File: config.mk
export PLATFORM = sky130hd
export DESIGN_NAME = sfu_fifo
export DESIGN_NICKNAME = d
export VERILOG_FILES = /design/src/design/sfu_fifo.sv
export SDC_FILE = /design/constraint.sdc
export NUM_CORES = 1
export LEC_CHECK = 0
export BUFFER_PORTS_ARGS = -buffer_cell sky130_fd_sc_hd__buf_2
export CORE_AREA = 2 2 137 139
export CTS_BUF_LIST = sky130_fd_sc_hd__clkbuf_8
export DETAILED_ROUTE_END_ITERATION = 12
export DIE_AREA = 0 0 139 141
export GPL_TIMING_DRIVEN = 0
export PLACE_DENSITY = 0.77
export SYNTH_ARGS = -nofsm -noshare
export SYNTH_HDL_FRONTEND = slang
export SYNTH_SLANG_ARGS = --single-unit
File: constraint.sdc
create_clock -name clk -period 3.3 [get_ports clk]
set_input_delay 0 -clock clk [delete_from_list [all_inputs] [get_ports clk]]
set_output_delay 0 -clock clk [all_outputs]
set_load 0.05 [all_outputs]
File: src/design/sfu_fifo.sv
// sfu buffer FIFO
// register array, show-ahead head, full and empty flags
`timescale 1ns/1ps
`default_nettype none

module sfu_fifo #(
  parameter int DATA_W     = 16,
  parameter int FIFO_DEPTH = 16
) (
  input  logic              clk,
  input  logic              arst_n,
  input  logic              wr,
  input  logic              rd,
  input  logic [DATA_W-1:0] din,
  output logic [DATA_W-1:0] dout,
  output logic              empty,
  output logic              full
);

  // pointer needs at least one bit even for a single entry
  localparam int PTR_W = (FIFO_DEPTH > 1) ? $clog2(FIFO_DEPTH) : 1;
  localparam int CNT_W = $clog2(FIFO_DEPTH + 1);
  localparam logic [PTR_W-1:0] LAST = PTR_W'(FIFO_DEPTH - 1);

  logic [DATA_W-1:0] mem [FIFO_DEPTH];
  logic [PTR_W-1:0]  wr_ptr;
  logic [PTR_W-1:0]  rd_ptr;
  logic [CNT_W-1:0]  count;
  logic              wr_en;
  logic              rd_en;

  // overflow writes and underflow reads are dropped here
  assign wr_en = wr & ~full;
  assign rd_en = rd & ~empty;

  assign empty = (count == '0);
  assign full  = (count == CNT_W'(FIFO_DEPTH));

  // head visible without a read
  assign dout = mem[rd_ptr];

  // storage
  always_ff @(posedge clk) begin
    if (wr_en) begin
      mem[wr_ptr] <= din;
    end
  end

  // pointers and occupancy
  always_ff @(posedge clk or negedge arst_n) begin
    if (!arst_n) begin
      wr_ptr <= '0;
      rd_ptr <= '0;
      count  <= '0;
    end else begin
      if (wr_en) begin
        wr_ptr <= (wr_ptr == LAST) ? '0 : wr_ptr + 1'b1;
      end
      if (rd_en) begin
        rd_ptr <= (rd_ptr == LAST) ? '0 : rd_ptr + 1'b1;
      end
      // push and pop together leave the count alone
      case ({wr_en, rd_en})
        2'b10:   count <= count + 1'b1;
        2'b01:   count <= count - 1'b1;
        default: count <= count;
      endcase
    end
  end

endmodule

`default_nettype wire

==> impl_metrics.tcl <==
set metrics [dict create \
    cts_num_sinks 269 \
    vias 5610 \
    postLayoutCellArea_um2 12360 \
    preCtsSetupSlack_ns 0.5455 \
    max_freq_ghz 0.3624 \
    clk_root_buffer_cell "clkbuf_8" \
    timing.hold.worst.class "in2reg" \
    placed_cell_area_um2 11460 \
    unrepaired_setup_endpoints_after_global_routing "false" \
    synth-seq-cells 269 \
    synth_area_per_cell_um2 20.40 \
    design.core.area_um2 18270 \
    end_kind "register" \
    multiplexer_share_of_the_synthesized_area_pct 15.51 \
    clk_transition_reported_paths_ns 0.06 \
    layout.cells.most_common_list "edfxtp_1, mux2i_1, buf_2" \
    synth.lib_cells_used.distinct 40 \
    drt_pre_antenna_iters 5 \
    worstMarginPinSlew_ns 1.083 \
    synth_area_um2 10690 \
    worst_skew_pair.late_latency_ns 0.54 \
    crit_path_max_incr_delay_ns 0.58 \
    r2r_setup_slk_ns 0.54 \
    starting_utilization_of_the_core_area_pct 58.53 \
    drt-vias-per-instance 6.220 \
    clk_skew_ns 0.01082 \
    area_growth_syn_to_layout_pct 15.59 \
    fp.dieW_um 139 \
    synth_area_leaders "edfxtp_1, mux4_2, mux2i_1" \
    antenna_cells_inserted 0 \
    r2r-end "count[4]" \
    cp_max_fo 6 \
    fin_hold_ws_ns 0.06393 \
    io_buffers 37 \
    clockBufferDepth 3 \
    run_status "completed" \
    hp-start "wr" \
    tritoncts.num_buffers 42 \
    num-nets-final 670 \
    final-max-slew-violation-count 0 \
    worst-path-buf-inv 0 \
    finalWeightedCongestion 0.8054 \
    netlist.top_cell.by_area "edfxtp_1" \
    num_rows 50 \
    globalRouteTotalUtil_pct 23.64 \
    timing_hold_violations_final 0 \
    crit_family "adder cells" \
    syn-num-nets 554 \
    critical_path_arrival_ns 3.22 \
    netlist_instances 524 \
    layout-drive-gt1-share_pct 27.10 \
    whs_endpoint "wr_ptr[2]" \
    hold_depth 4 \
    number_of_global_route_vias_before_repair 5936 \
    layout_commonest_cell "edfxtp_1" \
    globalRoute.totalOverflow 0 \
    floorplan.die.height_um 141 \
    postCtsResizedCells 0 \
    simple_gate_share_of_the_synthesized_area_pct 1.767 \
    grt_max_degree 17 \
    cts-htree-levels 2 \
    postSynth.asyncResetShare_pct 4.833 \
    timing.rr.start "count[1]" \
    detail_routed_net_length_per_standard_cell_um 25.04 \
    number_of_flops_mapped_to_enable_cells_by_yosys 256 \
    cap_violations 0 \
    drt_wl_total_mm 22.59 \
    critical_path.cell_chain "or4_4, o21a_4, ha_1, fa_1, a21o_1, a21oi_1, mux2i_1, xnor2_1" \
    hpwlAfterDp_mm 15.03 \
    powerDensity_nw_per_um2 871.0 \
    criticalPathCategory "reg2reg" \
    remaining_drcs 0 \
    p_leak_nw 4.267 \
    synthesis.yosys.warnings 0 \
    critical-path-slowest-cell "or4_4" \
    drtIter0Drc 362 \
    area_share_of_the_largest_cell_type_after_synthesis_pct 71.90 \
    postLayoutCoreUtil_pct 67.65 \
    r2r.worst_path.cells 8 \
    min_period_ns 2.760 \
    min_period_over_period_pct 83.63 \
    dieArea_um2 19600 \
    ys_dominant_reg_cell "edfxtp_1" \
    cp_data_required_time_ns 3.76 \
    synthXorXnorAreaFrac_pct 0.4915 \
    top_level_i_o_count 38 \
    ys_seq_area_share_pct 74.94 \
    max-slew-margin-rel_pct 27.41 \
    cp-start-kind "register" \
    worst_ir_drop_vdd_mv 0.9090 \
    initial_antenna_violation_count 0 \
    combinational_family_with_the_most_area_after_synthesis "multiplexers" \
    synth_compound_area_share_pct 4.272 \
    cts_tree "yes" \
    grt_pass1_wl_mm 34.11 \
    drt.antenna.violating_nets 0 \
    timing.final.setup_violations 0 \
    setup_slack_ns 0.5404 \
    synthAdderAreaFrac_pct 1.240 \
]
power by group:
part | leakage, nW | switching (mW) | internal (mW) | total, mW
registers | 2.47 | 0.146 | 4.12 | 4.27
clock network | 0.409 | 1.21 | 1.20 | 2.41
logic | 1.39 | 2.59 | 1.49 | 4.08
worst reg2reg max path, delay by kind of cell, from the launching register on:
kind	cells	cell delay, ns
adder cells (fa/ha/maj)	2	0.71
AO/OA/AOI/OAI	3	0.60
AND/OR/NAND/NOR	1	0.58
flip-flops	1	0.44
multiplexers	1	0.23
XOR/XNOR	1	0.13
what timing repair did:
action                    CTS  global route
hold endpoints to repair  273             0
hold buffers               19             0
buffers inserted            0             0
how the worst max path moves through the flow:
stage	startpoint	to	slack [ns]	cells past startpoint
floorplan	count[1]	count[4]	0.72	8
global placement	count[0]	mem[2][7]	-0.71	5
detailed placement	count[0]	count[4]	0.55	8
CTS	rd_ptr[1]	dout[0]	0.50	6
global route	count[0]	mem[0][13]	0.38	6
finish	count[1]	count[4]	0.54	8
cells in the mapped netlist (2+ instances only):
cell type,count
nor2b_1,2
mux4_2,36
ha_1,9
buf_2,11
o21ai_0,7
a21oi_1,3
mux2_4,2
clkbuf_1,4
nand2_1,10
a22oi_1,16
o21ai_1,14
buf_1,2
nor2_1,15
mux2i_1,49
xnor2_1,5
mux4_1,12
a32oi_1,16
nand3_1,3
nor3_1,5
buf_6,4
edfxtp_1,256
dfrtp_1,13
a21o_1,2
and2_1,2
inv_1,4
clkbuf_2,3
buf_4,5
nand2b_1,2
state kept, by name (all words and copies together) (netlist names):
name and cells:
count 5, mem 256, rd_ptr 4, wr_ptr 4
cells by family (layout without fill, tap and decap cells):
family / count (synthesis) / after routing
buffers and inverters: 33 / 177
multiplexers: 100 / 100
AO/OA/AOI/OAI: 65 / 65
AND/OR/NAND/NOR: 41 / 41
adder cells (fa/ha/maj): 10 / 10
XOR/XNOR: 6 / 6
flip-flops: 269 / 269
metrics by stage:
step | setup TNS (ns) | cells | total power, mW
final | 0 | 902 | 10.76
after CTS | 0 | 902 | 10.83
after detailed placement | 0 | 811 | 8.417
after global routing | 0 | 902 | 11.19
after floorplan | 0 | 524 | 7.222
after global placement | -42.32 | 795 | 8.169
final cells by class:
class | count | area (um2)
Buffer | 29 | 175.2
Clock buffer | 43 | 591.8
Tap cell | 234 | 292.8
Fill cell | 1185 | 5909
Sequential cell | 269 | 8013
Clock inverter | 29 | 116.4
Multi-Input combinational cell | 222 | 2539
Timing Repair Buffer | 72 | 615.6
Inverter | 4 | 15.01
metal layers:
layer  wire (um)  GRT usage, %
met5           0             0
met4         720         10.47
met3        1345         4.076
met2       11600         40.32
met1        8919         30.34
Note: power is estimated with default switching activity, not from simulation.
