$ cat src/design/sfu_pkg.sv
// sfu shared definitions
// widths, mode encodings and the row entry carried through the buffers
`default_nettype none

package sfu_pkg;

  // columns per row from the systolic array
  localparam int COL = 8;

  // partial-sum width, 2*4 + 4 guard bits
  localparam int BW_PSUM = 12;

  // row sum, eight 12-bit magnitudes need 15 bits, kept at 16
  localparam int SUM_W = 16;

  // own row sum plus the other core's row sum
  localparam int TOTAL_W = SUM_W + 1;

  // fixed-point scale of the normalized result
  localparam int NORM_SHIFT = 12;

  // width-8 mode packs two columns into one value
  localparam int PAIRS = COL / 2;
  localparam int WIDE_W = 2 * BW_PSUM;

  // one column value
  typedef logic [BW_PSUM-1:0] psum_t;

  // one row, column 0 in the low bits
  typedef psum_t [COL-1:0] psum_vec_t;

  // row sum of one core
  typedef logic [SUM_W-1:0] row_sum_t;

  // total across both cores
  typedef logic [TOTAL_W-1:0] total_t;

  // operand width of the array
  typedef enum logic {
    WIDTH_4 = 1'b0,
    WIDTH_8 = 1'b1
  } width_mode_e;

  // column interpretation
  typedef enum logic {
    UNSIGNED = 1'b0,
    SIGNED   = 1'b1
  } sign_mode_e;

  // mode pins grouped, width in the upper bit
  typedef struct packed {
    width_mode_e width;
    sign_mode_e  sign;
  } sfu_mode_t;

  // one buffered row
  // values hold magnitudes in width-4, packed pairs in width-8
  typedef struct packed {
    row_sum_t  sum;
    psum_vec_t values;
  } sfu_entry_t;

endpackage

`default_nettype wire

$ cat src/design/sfu_input_stage.sv
// sfu input stage
// column magnitudes, row-sum adder tree and width-8 pair packing
`timescale 1ns/1ps
`default_nettype none

module sfu_input_stage import sfu_pkg::*; (
  input  psum_vec_t  sfp_in,
  input  sfu_mode_t  mode,
  output sfu_entry_t entry
);

  // upper column of a pair sits one nibble above the lower
  localparam int PACK_SHIFT = 4;

  // pad bits from a 12-bit column up to a 24-bit pair value
  localparam int EXT_W = WIDE_W - BW_PSUM;

  psum_vec_t                    mag;
  logic [PAIRS-1:0][BW_PSUM:0]  pair_sum;
  logic [1:0][BW_PSUM+1:0]      half_sum;
  row_sum_t                     row_sum;
  logic [PAIRS-1:0][WIDE_W-1:0] wide_val;
  psum_vec_t                    values;

  // magnitude per column
  always_comb begin
    for (int c = 0; c < COL; c++) begin
      // two's complement negate only for negative signed values
      if (mode.sign == SIGNED && sfp_in[c][BW_PSUM-1]) begin
        mag[c] = ~sfp_in[c] + 1'b1;
      end else begin
        mag[c] = sfp_in[c];
      end
    end
  end

  // first tree level, adjacent columns
  always_comb begin
    for (int p = 0; p < PAIRS; p++) begin
      pair_sum[p] = mag[2*p] + mag[2*p+1];
    end
  end

  // second tree level, adjacent pair sums
  always_comb begin
    for (int h = 0; h < 2; h++) begin
      half_sum[h] = pair_sum[2*h] + pair_sum[2*h+1];
    end
  end

  // root add, carry lands inside 16 bits
  assign row_sum = half_sum[0] + half_sum[1];

  // width-8 packing from the raw columns
  always_comb begin
    for (int p = 0; p < PAIRS; p++) begin
      logic              ext_hi;
      logic              ext_lo;
      logic [WIDE_W-1:0] hi;
      logic [WIDE_W-1:0] lo;
      // extension bit is the column msb in signed mode, zero otherwise
      ext_hi = (mode.sign == SIGNED) & sfp_in[2*p+1][BW_PSUM-1];
      ext_lo = (mode.sign == SIGNED) & sfp_in[2*p][BW_PSUM-1];
      hi = {{EXT_W{ext_hi}}, sfp_in[2*p+1]};
      lo = {{EXT_W{ext_lo}}, sfp_in[2*p]};
      // wraps modulo 2^24 like the array output
      wide_val[p] = (hi << PACK_SHIFT) + lo;
    end
  end

  // pair k lands on columns 2k and 2k+1
  assign values = (mode.width == WIDTH_8) ? psum_vec_t'(wide_val) : mag;

  // sum is the magnitude sum in both width modes
  assign entry.sum    = row_sum;
  assign entry.values = values;

endmodule

`default_nettype wire

$ cat config.mk
export PLATFORM = sky130hd
export DESIGN_NAME = sfu_input_stage
export DESIGN_NICKNAME = d
export VERILOG_FILES = /design/src/design/sfu_pkg.sv /design/src/design/sfu_input_stage.sv
export SDC_FILE = /design/constraint.sdc
export NUM_CORES = 1
export LEC_CHECK = 0
export BUFFER_PORTS_ARGS = -buffer_cell sky130_fd_sc_hd__buf_2
export CELL_PAD_IN_SITES_DETAIL_PLACEMENT = 2
export CELL_PAD_IN_SITES_GLOBAL_PLACEMENT = 2
export CORE_MARGIN = 2
export CORE_UTILIZATION = 31
export DETAILED_ROUTE_END_ITERATION = 10
export PLACE_DENSITY_LB_ADDON = 0.1
export SLEW_MARGIN = 40
export SYNTH_ARGS = -nofsm -noshare
export SYNTH_HDL_FRONTEND = slang
export SYNTH_SLANG_ARGS = --single-unit
export TNS_END_PERCENT = 20
$ cat constraint.sdc
create_clock -name vclk -period 6.1
set_input_delay 0.61 -clock vclk [all_inputs]
set_output_delay 0.61 -clock vclk [all_outputs]
set_load 0.01 [all_outputs]
==> impl_results.md, run 1 <==
* Yosys warnings at 0
* Commonest non-fill, non-tap cell in the layout: buf_2
* Fin. Hold Viols at 0
* Max-cap violations at 0
* Critical Path RT at 5.49 ns
* Row count at 56
* Met3 usage in global routing at 0.517%
* Sequential Area at 0 um^2
* Global placement routability congestion at 0.890
* Drt drc at 0
* Hpwl dp at 29.1 mm
* CORE AREA at 23,400 um^2
* Tcrit/Tclk final at 101%
* IO Port Bufs at 209
* P per Cell Area at roughly 540 nW/um^2
* CP max-delay cell: fa_1
* Gr ovfl total at 0
* Die X at 158 um
* Vias in the first global route at 9,043
* Worst Hold Class: in2out
* Worst slew pin tran at 0.815 ns
* Filler Cell Count at between 2k and 3k
* Area growth syn-to-layout at 33.5%
* DRT Pass-1 Iters at 4
* Setup slack after layout at -0.0450 ns
* Most frequent cells in the layout: buf_2, inv_1, buf_4
* Die Y at 158 um
* Flip-flop and latch count at 0
* Setup CP Type: in2out
* Ant. Diodes at 0
* Crit-path cells: buf_2 > or4_4 > nor4_4 > buf_4 > a21oi_1 > xor2_2 > buf_4 > fa_1 > fa_1 > fa_1 > inv_2 > fa_1 > inv_1 > ha_4 > a21o_1 > a21o_1 > a21oi_2 > o21ai_2 > xor2_1 > buf_2
* M1 GR Usage at 37.0%
* Critical path launch point type: primary input
* Peak supply drop at about 1200 uV
* Nets at 1,550
* Die ar. at 25,000 um^2
* Leak at 0.00483 uW
* Max Freq at 163 MHz
* Register area share after synthesis at 0%
* Worst path arrival time at 5.54 ns
* Final setup fails at 1
* Crit-path max cell delay at 0.56 ns
* Layout Utilization at 42.1%
* Final ANT Viol Nets at 0
* Failing checks: setup timing
* DR vias/cell at ~5.2
* Drt wl/cell at around 21 um
* Crit-path max FO at 4
* Vias post-DR at 8,424
* Netlist Area Pre-Place at 7380 um^2
* Global-route wire length before repair at 51.7 mm
* Slew Viols, Final at 0
* Largest net degree at the start of global routing at 66
* Crit end category: output port
* Mapped Nets at 1,251
* WL final at 33.9 mm
* Initial DRC Count at 239
* GRT Util Overall at 26.6%
* Initial antenna violation count at 0
* Syn_area_per_cell at approximately 7.4 um^2
* CP most frequent cell: fa_1
* Area after DPL at about 9500 um^2
* Initial Util at 31.5%
* Yosys cell types at 70
* RSZ-0062 raised after global routing: true
* Met2 usage at between 40% and 50%
* Post-Syn Instances at 1,003
* Clkbuf count at 0
* Final min period at 6.15 ns
* Fraction of layout cells with a size suffix above 1 at between 30% and 40%
* Grt peak-use layer: met2
* Status: finished with violations
* I/O pins at 210
* Relative max-transition margin at 45.6%
* Design Area, Final at 9850 um^2
==> kinds of logic after synthesis <==
kind of cell	share of synthesized area [%]
XOR/XNOR	13.9
buffers and inverters	7.97
adder cells (fa/ha/maj)	33.1
AND/OR/NAND/NOR	20.1
multiplexers	2.39
AO/OA/AOI/OAI	22.5
other	0.0508
==> power by group <==
part / switching [uW] / internal [uW]
Clock: 0 / 0
Combinational: 2950 / 2380
Sequential: 0 / 0
==> synth_stat cells, types with 4 or more instances <==
cell      instances  share of area [%]
inv_1           121                6.2
nor2_1          119                6.1
a21oi_1         101                6.9
fa_1             75                 20
ha_1             75                 13
nand2_1          67                3.4
xnor2_1          65                7.7
xor2_1           52                6.2
o21ai_0          36                2.4
nor3_1           26                1.8
a21o_1           25                2.5
nand2b_1         16                1.4
nand3_1          14               0.95
clkbuf_1         13               0.66
mux2i_1          12                1.6
o31ai_1          11                1.1
nor2b_1          10               0.85
nor4_1           10               0.85
a31oi_1           9               0.76
o21a_1            9               0.92
o21ai_1           8               0.54
a211oi_1          7               0.71
and3_1            7               0.59
nand3b_1          7               0.71
o41ai_1           7               0.83
nand4_1           6               0.51
nor3b_1           6               0.61
o211ai_1          6               0.61
buf_2             5               0.34
buf_4             5               0.51
mux2_2            5               0.76
a21boi_0          4               0.41
and2_1            4               0.34
buf_1             4               0.20
o22ai_1           4               0.34
or3_1             4               0.34
==> through the flow <==
stage | total power [uW] | worst slack, ns | instances | TNS, ns | hold slack (ns)
final | 5330 | -0.0450 | 1619 | -0.0450 | 1.47
after floorplan | 2790 | 0.583 | 1003 | 0 | 1.30
after CTS | 4850 | -0.00378 | 1609 | -0.00378 | 1.47
after global placement | 4580 | -0.0894 | 1607 | -0.206 | 1.47
after global routing | 5850 | -0.181 | 1619 | -0.700 | 1.48
after detailed placement | 4700 | -0.210 | 1607 | -0.744 | 1.47
==> repair_timing <==
action | in CTS | in global routing
setup endpoints to repair | 6 | 8
gates cloned | 0 | 0
pin swaps | 2 | 40
hold buffers | 0 | 0
gates resized for setup | 13 | 51
hold endpoints to repair | 0 | 0
buffers inserted | 2 | 10
==> worst paths after layout <==
path,from,endpoint,slack [ns],depth (start not counted)
worst max-delay path,sfp_in[5],entry[109],-0.05,20
worst min-delay path,sfp_in[72],entry[72],1.47,2
==> critical path: cells and delay by family <==
| family | cells | cell delay [ns] |
|---|---|---|
| compound gates | 5 | 0.69 |
| xor+xnor | 2 | 0.44 |
| fa+ha+maj | 5 | 2.19 |
| buf+inv | 6 | 0.75 |
| simple gates | 2 | 0.85 |
==> final cells by class <==
cell class / instances / area (um^2) / area share, %
inverters: 123 / 462 / 4.69
repair buffers: 324 / 1930 / 19.6
multi-input cells: 853 / 7060 / 71.7
well taps: 319 / 399 / 4.05
==> per-layer routing <==
| metal | share of wire (%) | vias up |
|---|---|---|
| li1 | - | 4041 |
| met1 | 46 | 4217 |
| met3 | 2.8 | 16 |
| met2 | 50 | 150 |
| met4 | 1.1 | 0 |
| met5 | 0 | - |
No activity file was read; power rests on OpenSTA's default activity.
==> run 2: changes to the inputs <==
Settings changed: CORE_UTILIZATION 31 to 33, GPL_TIMING_DRIVEN set to 0.
Clock period 6.1 ns to 7.65 ns, I/O delays scaled along.
==> impl_results.md, run 2 (same netlist as run 1, synthesis figures left out) <==
* Status: finished clean
* Sequential Area at 0 um^2
* Sw Pwr at between 2000 and 2500 uW
* WL final at 34.1 mm
* Setup slack after layout at ~0.38 ns
* Number of setup buffers added after CTS at 0
* Design Area, Final at 8790 um^2
* Clock Power Share at 0%
* Final min period at 7.27 ns
* CP most frequent cell: fa_1
* Initial DRC Count at 387
* Met2 usage at roughly 49%
* Pint at 1420 uW
* Initial Util at 33.7%
* M1 GR Usage at 39.7%
* Fraction of layout cells with a size suffix above 1 at 20.3%
* Ant. Diodes at 0
* Post-route setup TNS at 0 ns
* Clkbuf count at 0
* Setup CP Type: in2out
* Global-route wire length before repair at 52.8 mm
* DRT Pass-1 Iters at 4
* Vias post-DR at 8,244
* Drt drc at 0
* DR vias/cell at approximately 5.5
* Area after DPL at 8770 um^2
* Sequential share of power at 0%
* Flip-flop and latch count at 0
* Leak at 0.00429 uW
* Die ar. at 23,600 um^2
* P per Cell Area at 396 nW/um^2
* Relative max-transition margin at 45.4%
* Most frequent cells in the layout: buf_2, inv_1, nor2_1
* Filler Cell Count at 2,736
* Place WS at 0.296 ns
* Area growth syn-to-layout at 19.1%
* Drt wl/cell at approximately 23 um
* Met3 usage in global routing at 2.99%
* Slew Viols, Final at 0
* Crit end category: output port
* CORE AREA at 21,900 um^2
* Fin cells at 1,490
* Commonest non-fill, non-tap cell in the layout: buf_2
* Hpwl dp at approximately 30 mm
* Nets at roughly 1.5k
* Crit-path max cell delay at about 0.62 ns
* Max Freq at around 140 MHz
* Die Y at roughly 150 um
* Grt peak-use layer: met2
* Crit-path cells: buf_2 > buf_2 > nand2_1 > inv_2 > o31ai_1 > xnor2_1 > fa_1 > fa_1 > fa_1 > inv_1 > fa_1 > inv_1 > ha_1 > a21o_1 > a21oi_1 > o311ai_2 > a21o_1 > a21oi_1 > xnor2_1 > buf_2
* Logic pwr share at 100.0%
* Largest net degree at the start of global routing at 13
* Worst Hold Class: in2out
* Critical Path RT at 6.88 ns
* Final ANT Viol Nets at 0
* Total power at 3480 uW
* Worst slew pin tran at between 0.8 and 0.9 ns
* IO Port Bufs at 207
* Row count at 54
* Peak supply drop at 908 uV
* Worst path arrival time at between 6 and 7 ns
* Crit-path max FO at 10
* Gr ovfl total at 0
* Die X at 154 um
* Placed cells at 1,490
* Final setup fails at 0
* Top Family by Delay on Critical Path: adder cells
* Vias in the first global route at around 9k
* Critical path launch point type: primary input
* Max-cap violations at 0
* I/O pins at 210
* Sw frac at 59.2%
* Tcrit/Tclk final at 95.1%
* Worst Path Buf+Inv at 6
* Global placement routability congestion at 0.897
* RSZ-0062 raised after global routing: false
* Initial antenna violation count at 0
* Fin. Hold Viols at 0
* CP max-delay cell: fa_1
* GRT Util Overall at 28.5%
## run 2: cell types whose count changed in the layout (fill, tap and decap cells not counted), moves of 5 or more
cell,delta
nand2_2,-5
ha_1,+6
buf_2,+9
nand2_1,+5
buf_4,-112
xor2_1,+6
fa_1,+5
xor2_2,-6
fa_2,-5
clkbuf_1,+11
## run 2: power groups by stage
stage,Combinational (uW),Sequential (uW),Clock [uW]
floorplan,2220,0,0
global placement,3320,0,0
detailed placement,3450,0,0
CTS,3490,0,0
global route,3880,0,0
finish,3480,0,0
## run 2: final timing paths
path | start | endpoint | slack (ns) | cells past startpoint
worst max-delay path | mode[0] | entry[107] | 0.38 | 20
worst min-delay path | sfp_in[75] | entry[75] | 1.86 | 3
## run 2: cell type report
class | instances | area [um^2] | area share (%)
Tap cell | 280 | 350 | 3.99
Timing Repair Buffer | 207 | 1040 | 11.8
Buffer | 27 | 131 | 1.50
Multi-Input combinational cell | 853 | 6810 | 77.5
Inverter | 123 | 462 | 5.25
## run 2: layer usage
metal  share of wire (%)  up-vias
met3                 5.2       36
met2                  47      238
li1                    -     3860
met4                 2.0        0
met5                   0        -
met1                  45     4110
## run 2: what timing repair did
| action | 4_1_cts | 5_1_grt |
|---|---|---|
| setup endpoints to repair | 0 | 1 |
| resized for setup | 0 | 1 |
| hold buffers | 0 | 0 |
## run 2: through the flow
stage | hold WS [ns] | util (%)
after detailed placement | 1.86 | 40.1
after global placement | 1.86 | 40.0
after CTS | 1.86 | 40.1
after floorplan | 1.61 | -
final | 1.86 | 40.1
after global routing | 1.90 | 40.1
